**src/design/core_types_pkg.sv**
```systemverilog
package core_types_pkg;

    localparam int XLEN     = 32;
    localparam int NUM_AREG = 32;
    localparam int ROB_SIZE = 16;
    // each in-flight writer holds one register beyond the architectural set
    localparam int NUM_PREG = NUM_AREG + ROB_SIZE;

    localparam int AREG_W    = $clog2(NUM_AREG);
    localparam int PREG_W    = $clog2(NUM_PREG);
    localparam int ROB_PTR_W = $clog2(ROB_SIZE);
    localparam int ROB_CNT_W = $clog2(ROB_SIZE + 1);

    typedef logic [XLEN-1:0]      xlen_t;
    typedef logic [AREG_W-1:0]    arch_reg_t;
    typedef logic [PREG_W-1:0]    preg_t;
    typedef logic [ROB_PTR_W-1:0] rob_ptr_t;
    typedef logic [ROB_CNT_W-1:0] rob_cnt_t;

    // one physical register number per architectural register
    typedef preg_t [NUM_AREG-1:0] maptable_t;

endpackage
```
**src/design/rob_pkg.sv**
```systemverilog
package rob_pkg;

    import core_types_pkg::*;

    localparam int RETIRE_WIDTH = 3;

    // one bit per retire lane, lane 2 being the oldest
    typedef logic [RETIRE_WIDTH-1:0] lane_mask_t;

    typedef struct packed {
        logic      valid;
        logic      completed;
        arch_reg_t arch_reg;
        preg_t     tnew;
        preg_t     told;
        logic      is_store;
        logic      halt;
        logic      precise_state_need;
        xlen_t     target_pc;
    } rob_entry_t;

    typedef struct packed {
        arch_reg_t arch_reg;
        logic      is_store;
        logic      halt;
        logic      precise_state_need;
        xlen_t     target_pc;
    } dispatch_t;

endpackage

```
**src/design/rename_retire_top.sv**
```systemverilog
`timescale 1ns/10ps

module rename_retire_top
    import core_types_pkg::*;
    import rob_pkg::*;
(
    input  logic                     clk,
    input  logic                     rst_n,
    input  logic                     dispatch_en,
    input  dispatch_t                dispatch_in,
    input  logic                     complete_en,
    input  rob_ptr_t                 complete_idx,
    input  lane_mask_t               sq_stall,
    output logic                     rob_full,
    output rob_ptr_t                 dispatch_idx,
    output preg_t                    alloc_tnew,
    output preg_t                    dispatch_told,
    output lane_mask_t               retire_en,
    output lane_mask_t               sq_retire_en,
    output preg_t [RETIRE_WIDTH-1:0] retire_told,
    output logic                     recover_en,
    output xlen_t                    target_pc,
    output logic                     halt
);

    logic                          alloc_en;
    preg_t                         alloc_preg;
    preg_t                         rename_told;
    rob_entry_t                    dispatch_entry;
    rob_entry_t [RETIRE_WIDTH-1:0] head_entries;
    lane_mask_t                    retire_valid;
    arch_reg_t [RETIRE_WIDTH-1:0]  retire_arch_reg;
    preg_t [RETIRE_WIDTH-1:0]      retire_tnew;
    rob_ptr_t                      fl_head;
    rob_ptr_t                      recover_head;
    rob_cnt_t                      fl_distance;
    maptable_t                     arch_maptable;
    maptable_t                     recover_maptable;

    // register 0 is hardwired to zero and never takes a physical register
    assign alloc_en      = dispatch_en && (dispatch_in.arch_reg != '0);
    assign alloc_tnew    = alloc_en ? alloc_preg : '0;
    assign dispatch_told = alloc_en ? rename_told : '0;

    assign dispatch_entry = '{
        valid:              1'b1,
        completed:          1'b0,
        arch_reg:           dispatch_in.arch_reg,
        tnew:               alloc_tnew,
        told:               dispatch_told,
        is_store:           dispatch_in.is_store,
        halt:               dispatch_in.halt,
        precise_state_need: dispatch_in.precise_state_need,
        target_pc:          dispatch_in.target_pc
    };

    rob u_rob (
        .clk            (clk),
        .rst_n          (rst_n),
        .dispatch_en    (dispatch_en),
        .dispatch_entry (dispatch_entry),
        .complete_en    (complete_en),
        .complete_idx   (complete_idx),
        .retire_valid   (retire_valid),
        .recover_en     (recover_en),
        .halt           (halt),
        .head_entries   (head_entries),
        .dispatch_idx   (dispatch_idx),
        .rob_full       (rob_full)
    );

    retire_stage u_retire_stage (
        .head_entries     (head_entries),
        .fl_distance      (fl_distance),
        .fl_head          (fl_head),
        .arch_maptable    (arch_maptable),
        .sq_stall         (sq_stall),
        .retire_valid     (retire_valid),
        .retire_en        (retire_en),
        .sq_retire_en     (sq_retire_en),
        .retire_arch_reg  (retire_arch_reg),
        .retire_tnew      (retire_tnew),
        .retire_told      (retire_told),
        .recover_en       (recover_en),
        .target_pc        (target_pc),
        .recover_head     (recover_head),
        .recover_maptable (recover_maptable),
        .halt             (halt)
    );

    free_list u_free_list (
        .clk          (clk),
        .rst_n        (rst_n),
        .alloc_en     (alloc_en),
        .retire_en    (retire_en),
        .retire_told  (retire_told),
        .recover_en   (recover_en),
        .recover_head (recover_head),
        .alloc_preg   (alloc_preg),
        .fl_head      (fl_head),
        .fl_distance  (fl_distance)
    );

    map_tables u_map_tables (
        .clk              (clk),
        .rst_n            (rst_n),
        .rename_en        (alloc_en),
        .rename_arch_reg  (dispatch_in.arch_reg),
        .rename_preg      (alloc_preg),
        .retire_en        (retire_en),
        .retire_arch_reg  (retire_arch_reg),
        .retire_tnew      (retire_tnew),
        .recover_en       (recover_en),
        .recover_maptable (recover_maptable),
        .rename_told      (rename_told),
        .arch_maptable    (arch_maptable)
    );

endmodule

```
**src/design/map_tables.sv**
```systemverilog
`timescale 1ns/10ps

module map_tables
    import core_types_pkg::*;
    import rob_pkg::*;
(
    input  logic                         clk,
    input  logic                         rst_n,
    input  logic                         rename_en,
    input  arch_reg_t                    rename_arch_reg,
    input  preg_t                        rename_preg,
    input  lane_mask_t                   retire_en,
    input  arch_reg_t [RETIRE_WIDTH-1:0] retire_arch_reg,
    input  preg_t [RETIRE_WIDTH-1:0]     retire_tnew,
    input  logic                         recover_en,
    input  maptable_t                    recover_maptable,
    output preg_t                        rename_told,
    output maptable_t                    arch_maptable
);

    maptable_t spec_map;
    maptable_t arch_map;

    assign rename_told   = spec_map[rename_arch_reg];
    assign arch_maptable = arch_map;

    always_ff @(posedge clk) begin
        if (!rst_n) begin
            for (int i = 0; i < NUM_AREG; i++) begin
                spec_map[i] <= preg_t'(i);
            end
        end else if (recover_en) begin
            spec_map <= recover_maptable;
        end else if (rename_en) begin
            spec_map[rename_arch_reg] <= rename_preg;
        end
    end

    // lanes go oldest first so a younger write to the same register wins
    always_ff @(posedge clk) begin
        if (!rst_n) begin
            for (int i = 0; i < NUM_AREG; i++) begin
                arch_map[i] <= preg_t'(i);
            end
        end else begin
            for (int i = RETIRE_WIDTH - 1; i >= 0; i--) begin
                if (retire_en[i]) begin
                    arch_map[retire_arch_reg[i]] <= retire_tnew[i];
                end
            end
        end
    end

endmodule

```
**src/design/free_list.sv**
```systemverilog
`timescale 1ns/10ps

module free_list
    import core_types_pkg::*;
    import rob_pkg::*;
(
    input  logic                     clk,
    input  logic                     rst_n,
    input  logic                     alloc_en,
    input  lane_mask_t               retire_en,
    input  preg_t [RETIRE_WIDTH-1:0] retire_told,
    input  logic                     recover_en,
    input  rob_ptr_t                 recover_head,
    output preg_t                    alloc_preg,
    output rob_ptr_t                 fl_head,
    output rob_cnt_t                 fl_distance
);

    preg_t                       ring [ROB_SIZE];
    rob_ptr_t                    head;
    rob_ptr_t                    tail;
    rob_cnt_t                    distance;
    rob_cnt_t                    free_cnt;
    rob_ptr_t [RETIRE_WIDTH-1:0] wr_slot;

    // old mappings are packed at the tail in program order, oldest lane first
    always_comb begin
        free_cnt = '0;
        for (int i = RETIRE_WIDTH - 1; i >= 0; i--) begin
            wr_slot[i] = tail + rob_ptr_t'(free_cnt);
            free_cnt   = free_cnt + rob_cnt_t'(retire_en[i]);
        end
    end

    assign alloc_preg  = ring[head];
    assign fl_head     = head;
    assign fl_distance = distance;

    always_ff @(posedge clk) begin
        if (!rst_n) begin
            head     <= '0;
            tail     <= '0;
            distance <= '0;
            for (int i = 0; i < ROB_SIZE; i++) begin
                ring[i] <= preg_t'(NUM_PREG - ROB_SIZE + i);
            end
        end else begin
            for (int i = 0; i < RETIRE_WIDTH; i++) begin
                if (retire_en[i]) begin
                    ring[wr_slot[i]] <= retire_told[i];
                end
            end
            tail <= tail + rob_ptr_t'(free_cnt);
            if (recover_en) begin
                // slots between the rewound head and the old head still hold
                // the squashed registers, so moving the head frees them
                head     <= recover_head;
                distance <= '0;
            end else begin
                head     <= head + rob_ptr_t'(alloc_en);
                distance <= distance + rob_cnt_t'(alloc_en) - free_cnt;
            end
        end
    end

endmodule

```
**src/design/rob.sv**
```systemverilog
`timescale 1ns/10ps

module rob
    import core_types_pkg::*;
    import rob_pkg::*;
(
    input  logic                          clk,
    input  logic                          rst_n,
    input  logic                          dispatch_en,
    input  rob_entry_t                    dispatch_entry,
    input  logic                          complete_en,
    input  rob_ptr_t                      complete_idx,
    input  lane_mask_t                    retire_valid,
    input  logic                          recover_en,
    input  logic                          halt,
    output rob_entry_t [RETIRE_WIDTH-1:0] head_entries,
    output rob_ptr_t                      dispatch_idx,
    output logic                          rob_full
);

    rob_entry_t                  entries [ROB_SIZE];
    rob_ptr_t                    head;
    rob_ptr_t                    tail;
    rob_cnt_t                    count;
    rob_cnt_t                    retire_cnt;
    rob_ptr_t                    next_head;
    rob_ptr_t [RETIRE_WIDTH-1:0] lane_idx;
    logic                        halted;

    assign retire_cnt   = rob_cnt_t'($countones(retire_valid));
    assign next_head    = head + rob_ptr_t'(retire_cnt);
    assign dispatch_idx = tail;
    assign rob_full     = count == rob_cnt_t'(ROB_SIZE);

    // lane 2 reads the head, lower lanes the entries behind it
    always_comb begin
        for (int i = 0; i < RETIRE_WIDTH; i++) begin
            lane_idx[i] = head + rob_ptr_t'(RETIRE_WIDTH - 1 - i);
            if (!halted && entries[lane_idx[i]].valid) begin
                head_entries[i] = entries[lane_idx[i]];
            end else begin
                head_entries[i] = '0;
            end
        end
    end

    always_ff @(posedge clk) begin
        if (!rst_n) begin
            head   <= '0;
            tail   <= '0;
            count  <= '0;
            halted <= 1'b0;
            for (int i = 0; i < ROB_SIZE; i++) begin
                entries[i] <= '0;
            end
        end else if (recover_en) begin
            // the recovering entry retires and every younger one is squashed
            for (int i = 0; i < ROB_SIZE; i++) begin
                entries[i] <= '0;
            end
            head  <= next_head;
            tail  <= next_head;
            count <= '0;
        end else begin
            for (int i = 0; i < RETIRE_WIDTH; i++) begin
                if (retire_valid[i]) begin
                    entries[lane_idx[i]] <= '0;
                end
            end
            if (dispatch_en) begin
                entries[tail] <= dispatch_entry;
                tail          <= tail + rob_ptr_t'(1);
            end
            if (complete_en && entries[complete_idx].valid) begin
                entries[complete_idx].completed <= 1'b1;
            end
            head  <= next_head;
            count <= count + rob_cnt_t'(dispatch_en) - retire_cnt;
            if (halt) begin
                halted <= 1'b1;
            end
        end
    end

endmodule

```
**src/design/retire_stage.sv**
```systemverilog
`timescale 1ns/10ps

module retire_stage
    import core_types_pkg::*;
    import rob_pkg::*;
(
    input  rob_entry_t [RETIRE_WIDTH-1:0] head_entries,
    input  rob_cnt_t                      fl_distance,
    input  rob_ptr_t                      fl_head,
    input  maptable_t                     arch_maptable,
    input  lane_mask_t                    sq_stall,
    output lane_mask_t                    retire_valid,
    output lane_mask_t                    retire_en,
    output lane_mask_t                    sq_retire_en,
    output arch_reg_t [RETIRE_WIDTH-1:0]  retire_arch_reg,
    output preg_t [RETIRE_WIDTH-1:0]      retire_tnew,
    output preg_t [RETIRE_WIDTH-1:0]      retire_told,
    output logic                          recover_en,
    output xlen_t                         target_pc,
    output rob_ptr_t                      recover_head,
    output maptable_t                     recover_maptable,
    output logic                          halt
);

    lane_mask_t writes;
    lane_mask_t ready;
    rob_cnt_t   rewind;

    always_comb begin
        for (int i = 0; i < RETIRE_WIDTH; i++) begin
            writes[i]          = head_entries[i].arch_reg != '0;
            // a writing entry waits while the store queue holds its lane
            ready[i]           = head_entries[i].completed && !(writes[i] && sq_stall[i]);
            retire_arch_reg[i] = head_entries[i].arch_reg;
            retire_tnew[i]     = head_entries[i].tnew;
            retire_told[i]     = head_entries[i].told;
        end
    end

    always_comb begin : retire_chain
        logic go;
        retire_valid     = '0;
        retire_en        = '0;
        sq_retire_en     = '0;
        recover_en       = 1'b0;
        target_pc        = '0;
        halt             = 1'b0;
        recover_maptable = arch_maptable;
        rewind           = fl_distance;
        go               = 1'b1;
        // walk from the oldest lane and stop at the first one that cannot leave
        for (int i = RETIRE_WIDTH - 1; i >= 0; i--) begin
            if (go && ready[i]) begin
                retire_valid[i] = 1'b1;
                retire_en[i]    = writes[i];
                sq_retire_en[i] = head_entries[i].is_store;
                if (writes[i]) begin
                    recover_maptable[head_entries[i].arch_reg] = head_entries[i].tnew;
                    rewind = rewind - rob_cnt_t'(1);
                end
                if (head_entries[i].precise_state_need) begin
                    recover_en = 1'b1;
                    target_pc  = head_entries[i].target_pc;
                end else begin
                    halt = head_entries[i].halt;
                end
                go = !head_entries[i].precise_state_need && !head_entries[i].halt;
            end else begin
                go = 1'b0;
            end
        end
    end

    // rewind is what stays allocated to younger writers once this cycle retires,
    // and those registers are all squashed by the recovery
    assign recover_head = fl_head - rob_ptr_t'(rewind);

endmodule

```
**config.mk**
```make
export PLATFORM = sky130hd
export DESIGN_NAME = rename_retire_top
export DESIGN_NICKNAME = d
export VERILOG_FILES = /design/src/design/core_types_pkg.sv /design/src/design/rob_pkg.sv /design/src/design/rename_retire_top.sv /design/src/design/map_tables.sv /design/src/design/free_list.sv /design/src/design/rob.sv /design/src/design/retire_stage.sv
export SDC_FILE = /design/constraint.sdc
export NUM_CORES = 2
export LEC_CHECK = 0
export BUFFER_PORTS_ARGS = -buffer_cell sky130_fd_sc_hd__buf_4
export CAP_MARGIN = 20
export CELL_PAD_IN_SITES_DETAIL_PLACEMENT = 2
export CELL_PAD_IN_SITES_GLOBAL_PLACEMENT = 2
export CORE_MARGIN = 5
export CORE_UTILIZATION = 41
export DETAILED_ROUTE_END_ITERATION = 10
export GPL_TIMING_DRIVEN = 0
export PLACE_DENSITY_LB_ADDON = 0.3
export REMOVE_ABC_BUFFERS = 1
export SYNTH_ARGS = -nofsm -noshare
export SYNTH_HDL_FRONTEND = slang
export SYNTH_SLANG_ARGS = --single-unit
```
**constraint.sdc**
```tcl
create_clock -name clk -period 9.8 [get_ports clk]
set_clock_uncertainty 0.2 [all_clocks]
set_input_delay 1.47 -clock clk [delete_from_list [all_inputs] [get_ports clk]]
set_output_delay 1.47 -clock clk [all_outputs]
set_load 0.02 [all_outputs]
```
==> summary.md <==
| Metric | Value |
|---|---|
| Status | `complete, but fails checks` |
| Violated checks | `setup timing` |
| Gate Count Post-Synth | `approximately 6600` |
| Util after Layout | `a little under half` |
| Tcrit/Tclk final | `100%` |
| Slew HR | `between 15 and 20%` |
| Worst hold path type | `flip-flop to flip-flop` |
| Worst setup margin | `-1.35 ps` |
| Drt drc | `0` |
| Final setup vio count | `2` |
| CTS tree | `built` |
| Worst path slowest cell | `or3_1` |
| Number of global-route vias before repair | `between 60000 and 70000` |
| Initial antenna violation count | `27` |
| Post-synthesis average cell area | `between 10 and 15 um2` |
| Top-area cell type share of the netlist area | `between 30 and 40%` |
| Placed cell area | `between 80000 and 90000 um2` |
| Worst slew pin tran | `1240 ps` |
| Crit start category | `flip-flop` |
| Final hold violation count | `0` |
| Leak | `about 35 nW` |
| Minimum clock period | `between 9000 and 10000 ps` |
| Via count | `~66000` |
| Hold_buf cts | `0` |
| Maxcap violations | `0` |
| DRT iter0 DRCs | `about 8600` |
| RePlAce Congestion | `between 0.8 and 0.9` |
| WL per Instance | `39.4 um` |
| CTS Buffer Depth | `3` |
| VDD IR max | `~0.19 mV` |
| Post-synth EDFFs | `about 930` |
| Clk slew on worst S/H paths | `roughly 60 ps` |
| DP Worst Slack | `-913 ps` |
| CP Max Fanout | `54` |
| Filler Cell Count | `~19000` |
| Ys flop type | `edfxtp_1` |
| Netlist Area Pre-Place | `roughly 83000 um2` |
| Chip Height | `461 um` |
| Clk_lat worst skew | `840 ps` |
| GR Overflow Total | `0` |
| Synth unique cells | `97` |
| Pwr dens | `approximately 150 nW/um2` |
| Area of the core | `approximately 200000 um2` |
| FMAX | `just over 0.1 GHz` |
| Clk sinks | `between 1000 and 1500` |
| Boundary pin count | `126` |
| Async SR Flop Fraction | `0%` |
| Final layout net count | `6609` |
| WS Path Type | `flip-flop to flip-flop` |
| DRT Wirelength | `368000 um` |
| Largest net degree at the start of global routing | `approximately 160` |
| Via density | `7.13` |
| Tot GR Track Use | `33.9%` |
| Placement row count | `165` |
| HPWL after detailed placement | `roughly 240000 um` |
| Top cells by instance count after synthesis | `928 x edfxtp_1, 830 x mux4_2, 606 x and2_1, 541 x mux2i_1, 474 x clkbuf_1` |
| Register area share after synthesis | `44.1%` |
| Synth area leader | `edfxtp_1` |
| Crit. End Element | `flip-flop` |
| Cell with the most instances after synthesis | `edfxtp_1` |
| Worst R2R Path Depth | `15` |
| Detail Route Antenna Nets | `0` |
| Die footprint | `roughly 210000 um2` |
| H-Tree Level Count | `4` |
| First-pass GRT wire length | `approximately 520000 um` |
| Sequential Area | `36700 um2` |
| Initial DRT Pass Iterations | `9` |
| Crit path cell chain | `buf_12 > buf_16 > inv_1 > ha_4 > buf_16 > mux4_2 > a22o_1 > a221oi_2 > a211oi_1 > o41ai_4 > nand4_1 > nand2_8 > or3_1 > nand2_4 > buf_16` |
| Worst Path Arrival | `~10000 ps` |
| Worst path max stage delay | `just under 1000 ps` |
| Max Slew Vio Count | `0` |
| Ranking of synthesized cells by area | `edfxtp_1 33%, mux4_2 22%, dfxtp_1 11%, mux2i_1 6.5%, and2_1 4.6%` |
| Hold Path Cell Cnt | `2` |
| Yosys reg bits | `approximately 1400` |
| Die W | `461 um` |
| Req. time, crit path | `10140 ps` |
| IO buf count | `between 100 and 150` |
| Layout cell share with drive strength beyond 1 | `between 20% and 30%` |
| Yosys warnings | `0` |
| Cell mode on critical path | `buf_16` |
| CTS root buffer | `clkbuf_16` |
| Design Area, Final | `roughly 95000 um2` |
| Initial Util | `about two fifths` |
| Unrepaired setup endpoints after global routing | `false` |
| Area delta synth->final | `13.6%` |
| Area occupied by multi-input gates | `between 40000 and 50000 um2` |
| Cts bufs inserted | `~160` |
## cell type report
| class | count | share of cell area [%] |
|---|---|---|
| clock buffer | 211 | 4.70 |
| multi-input combinational | 4515 | 46.6 |
| antenna | 12 | 0.0317 |
| inverter | 96 | 0.423 |
| sequential | 1370 | 38.8 |
| timing repair buffer | 362 | 5.30 |
| clock inverter | 83 | 0.628 |
| tap | 2672 | 3.53 |
## flip-flops by register name (all words and copies together) (netlist names)
signal / cells
u_free_list.ring: 96
u_rob.dispatch_idx: 4
u_rob.count: 5
u_free_list.fl_distance: 4
u_rob.head: 4
u_free_list.fl_head: 4
u_free_list.tail: 4
u_rob.entries: 864
u_rob.halted: 1
u_map_tables.arch_maptable: 192
u_map_tables.spec_map: 192
## path summary, 6_finish.rpt
check                                                    from                  endpoint  slack, ps
worst max-delay path                            u_rob.head[1]      u_rob.entries[8][35]         -1
worst min-delay path            u_map_tables.arch_maptable[3]  u_map_tables.spec_map[3]        260
worst max register to register                  u_rob.head[1]      u_rob.entries[8][35]         -1
worst min register to register  u_map_tables.arch_maptable[3]  u_map_tables.spec_map[3]        260
## repair_timing
| item | CTS | global route |
|---|---|---|
| setup buffers | 6 | 0 |
| setup endpoints to repair | 613 | 65 |
| resized for setup | 9 | 10 |
| cloned | 0 | 1 |
| hold endpoints to repair | 0 | 0 |
| pin swaps | 3 | 1 |
## cells in the final DEF (no fill, tap or decap), types with 25 or more instances in the layout
cell       instances
buf_6             86
and2_1           597
nand2_1          347
dfxtp_1          437
a22oi_1           66
nand3_1          156
inv_1             80
clkbuf_1          33
edfxtp_1         928
a2111oi_0         46
o31ai_1           28
mux4_2           829
clkinv_2          35
buf_12            30
mux2_2           110
buf_16            71
buf_4            144
nor2_1           466
and3_1           132
mux2i_1          541
a21oi_1          220
o21ai_0          122
clkbuf_16        166
a222oi_1          38
nand4_1           54
clkinv_1          33
nor2b_1           62
nand2b_1          37
buf_8             25
nor4_1            26
nor3_1            97
ha_1              41
## per-stage QoR
step	std cells	hold slack (ps)	TNS [ps]	total power, mW
after floorplan	5980	227	-	7.26
after global placement	8777	235	-	7.98
after detailed placement	9002	248	-166420	8.13
after CTS	9302	259	-135	14.1
after global routing	9313	275	0	14.4
final	9321	255	-1.70	14.1
## kinds of logic after synthesis
family                     after synthesis  share of synthesized area (%)
DFF                                   1370                           44.1
buffers and inverters                  758                           3.71
xor gates and xnor gates                34                          0.374
AOI/OAI and AO/OA                      798                           6.68
adders and majority gates               51                          0.826
muxes                                 1502                           31.1
and+or+nand+nor                       2129                           13.2
## metal layers
layer	wire length (um)	global-route usage, %
met5	68	0
met4	23100	18.1
met3	36000	7.20
met2	171000	54.2
met1	137000	43.5
## worst max-delay path: cells and delay by family (launching register included)
family | cells | cell delay, ps
AND/OR/NAND/NOR | 4 | 3500
AO/OA/AOI/OAI | 4 | 2060
buffers and inverters | 5 | 1770
adder cells (fa/ha/maj) | 1 | 670
flip-flops | 1 | 650
multiplexers | 1 | 390
## where the power goes
part | internal (mW) | switching [mW] | total (mW)
registers | 6.35 | 0.180 | 6.53
clock network | 3.31 | 2.69 | 6.00
logic | 0.487 | 1.06 | 1.55
total | 10.1 | 3.93 | 14.1
Note: power is estimated with default switching activity, not from simulation.
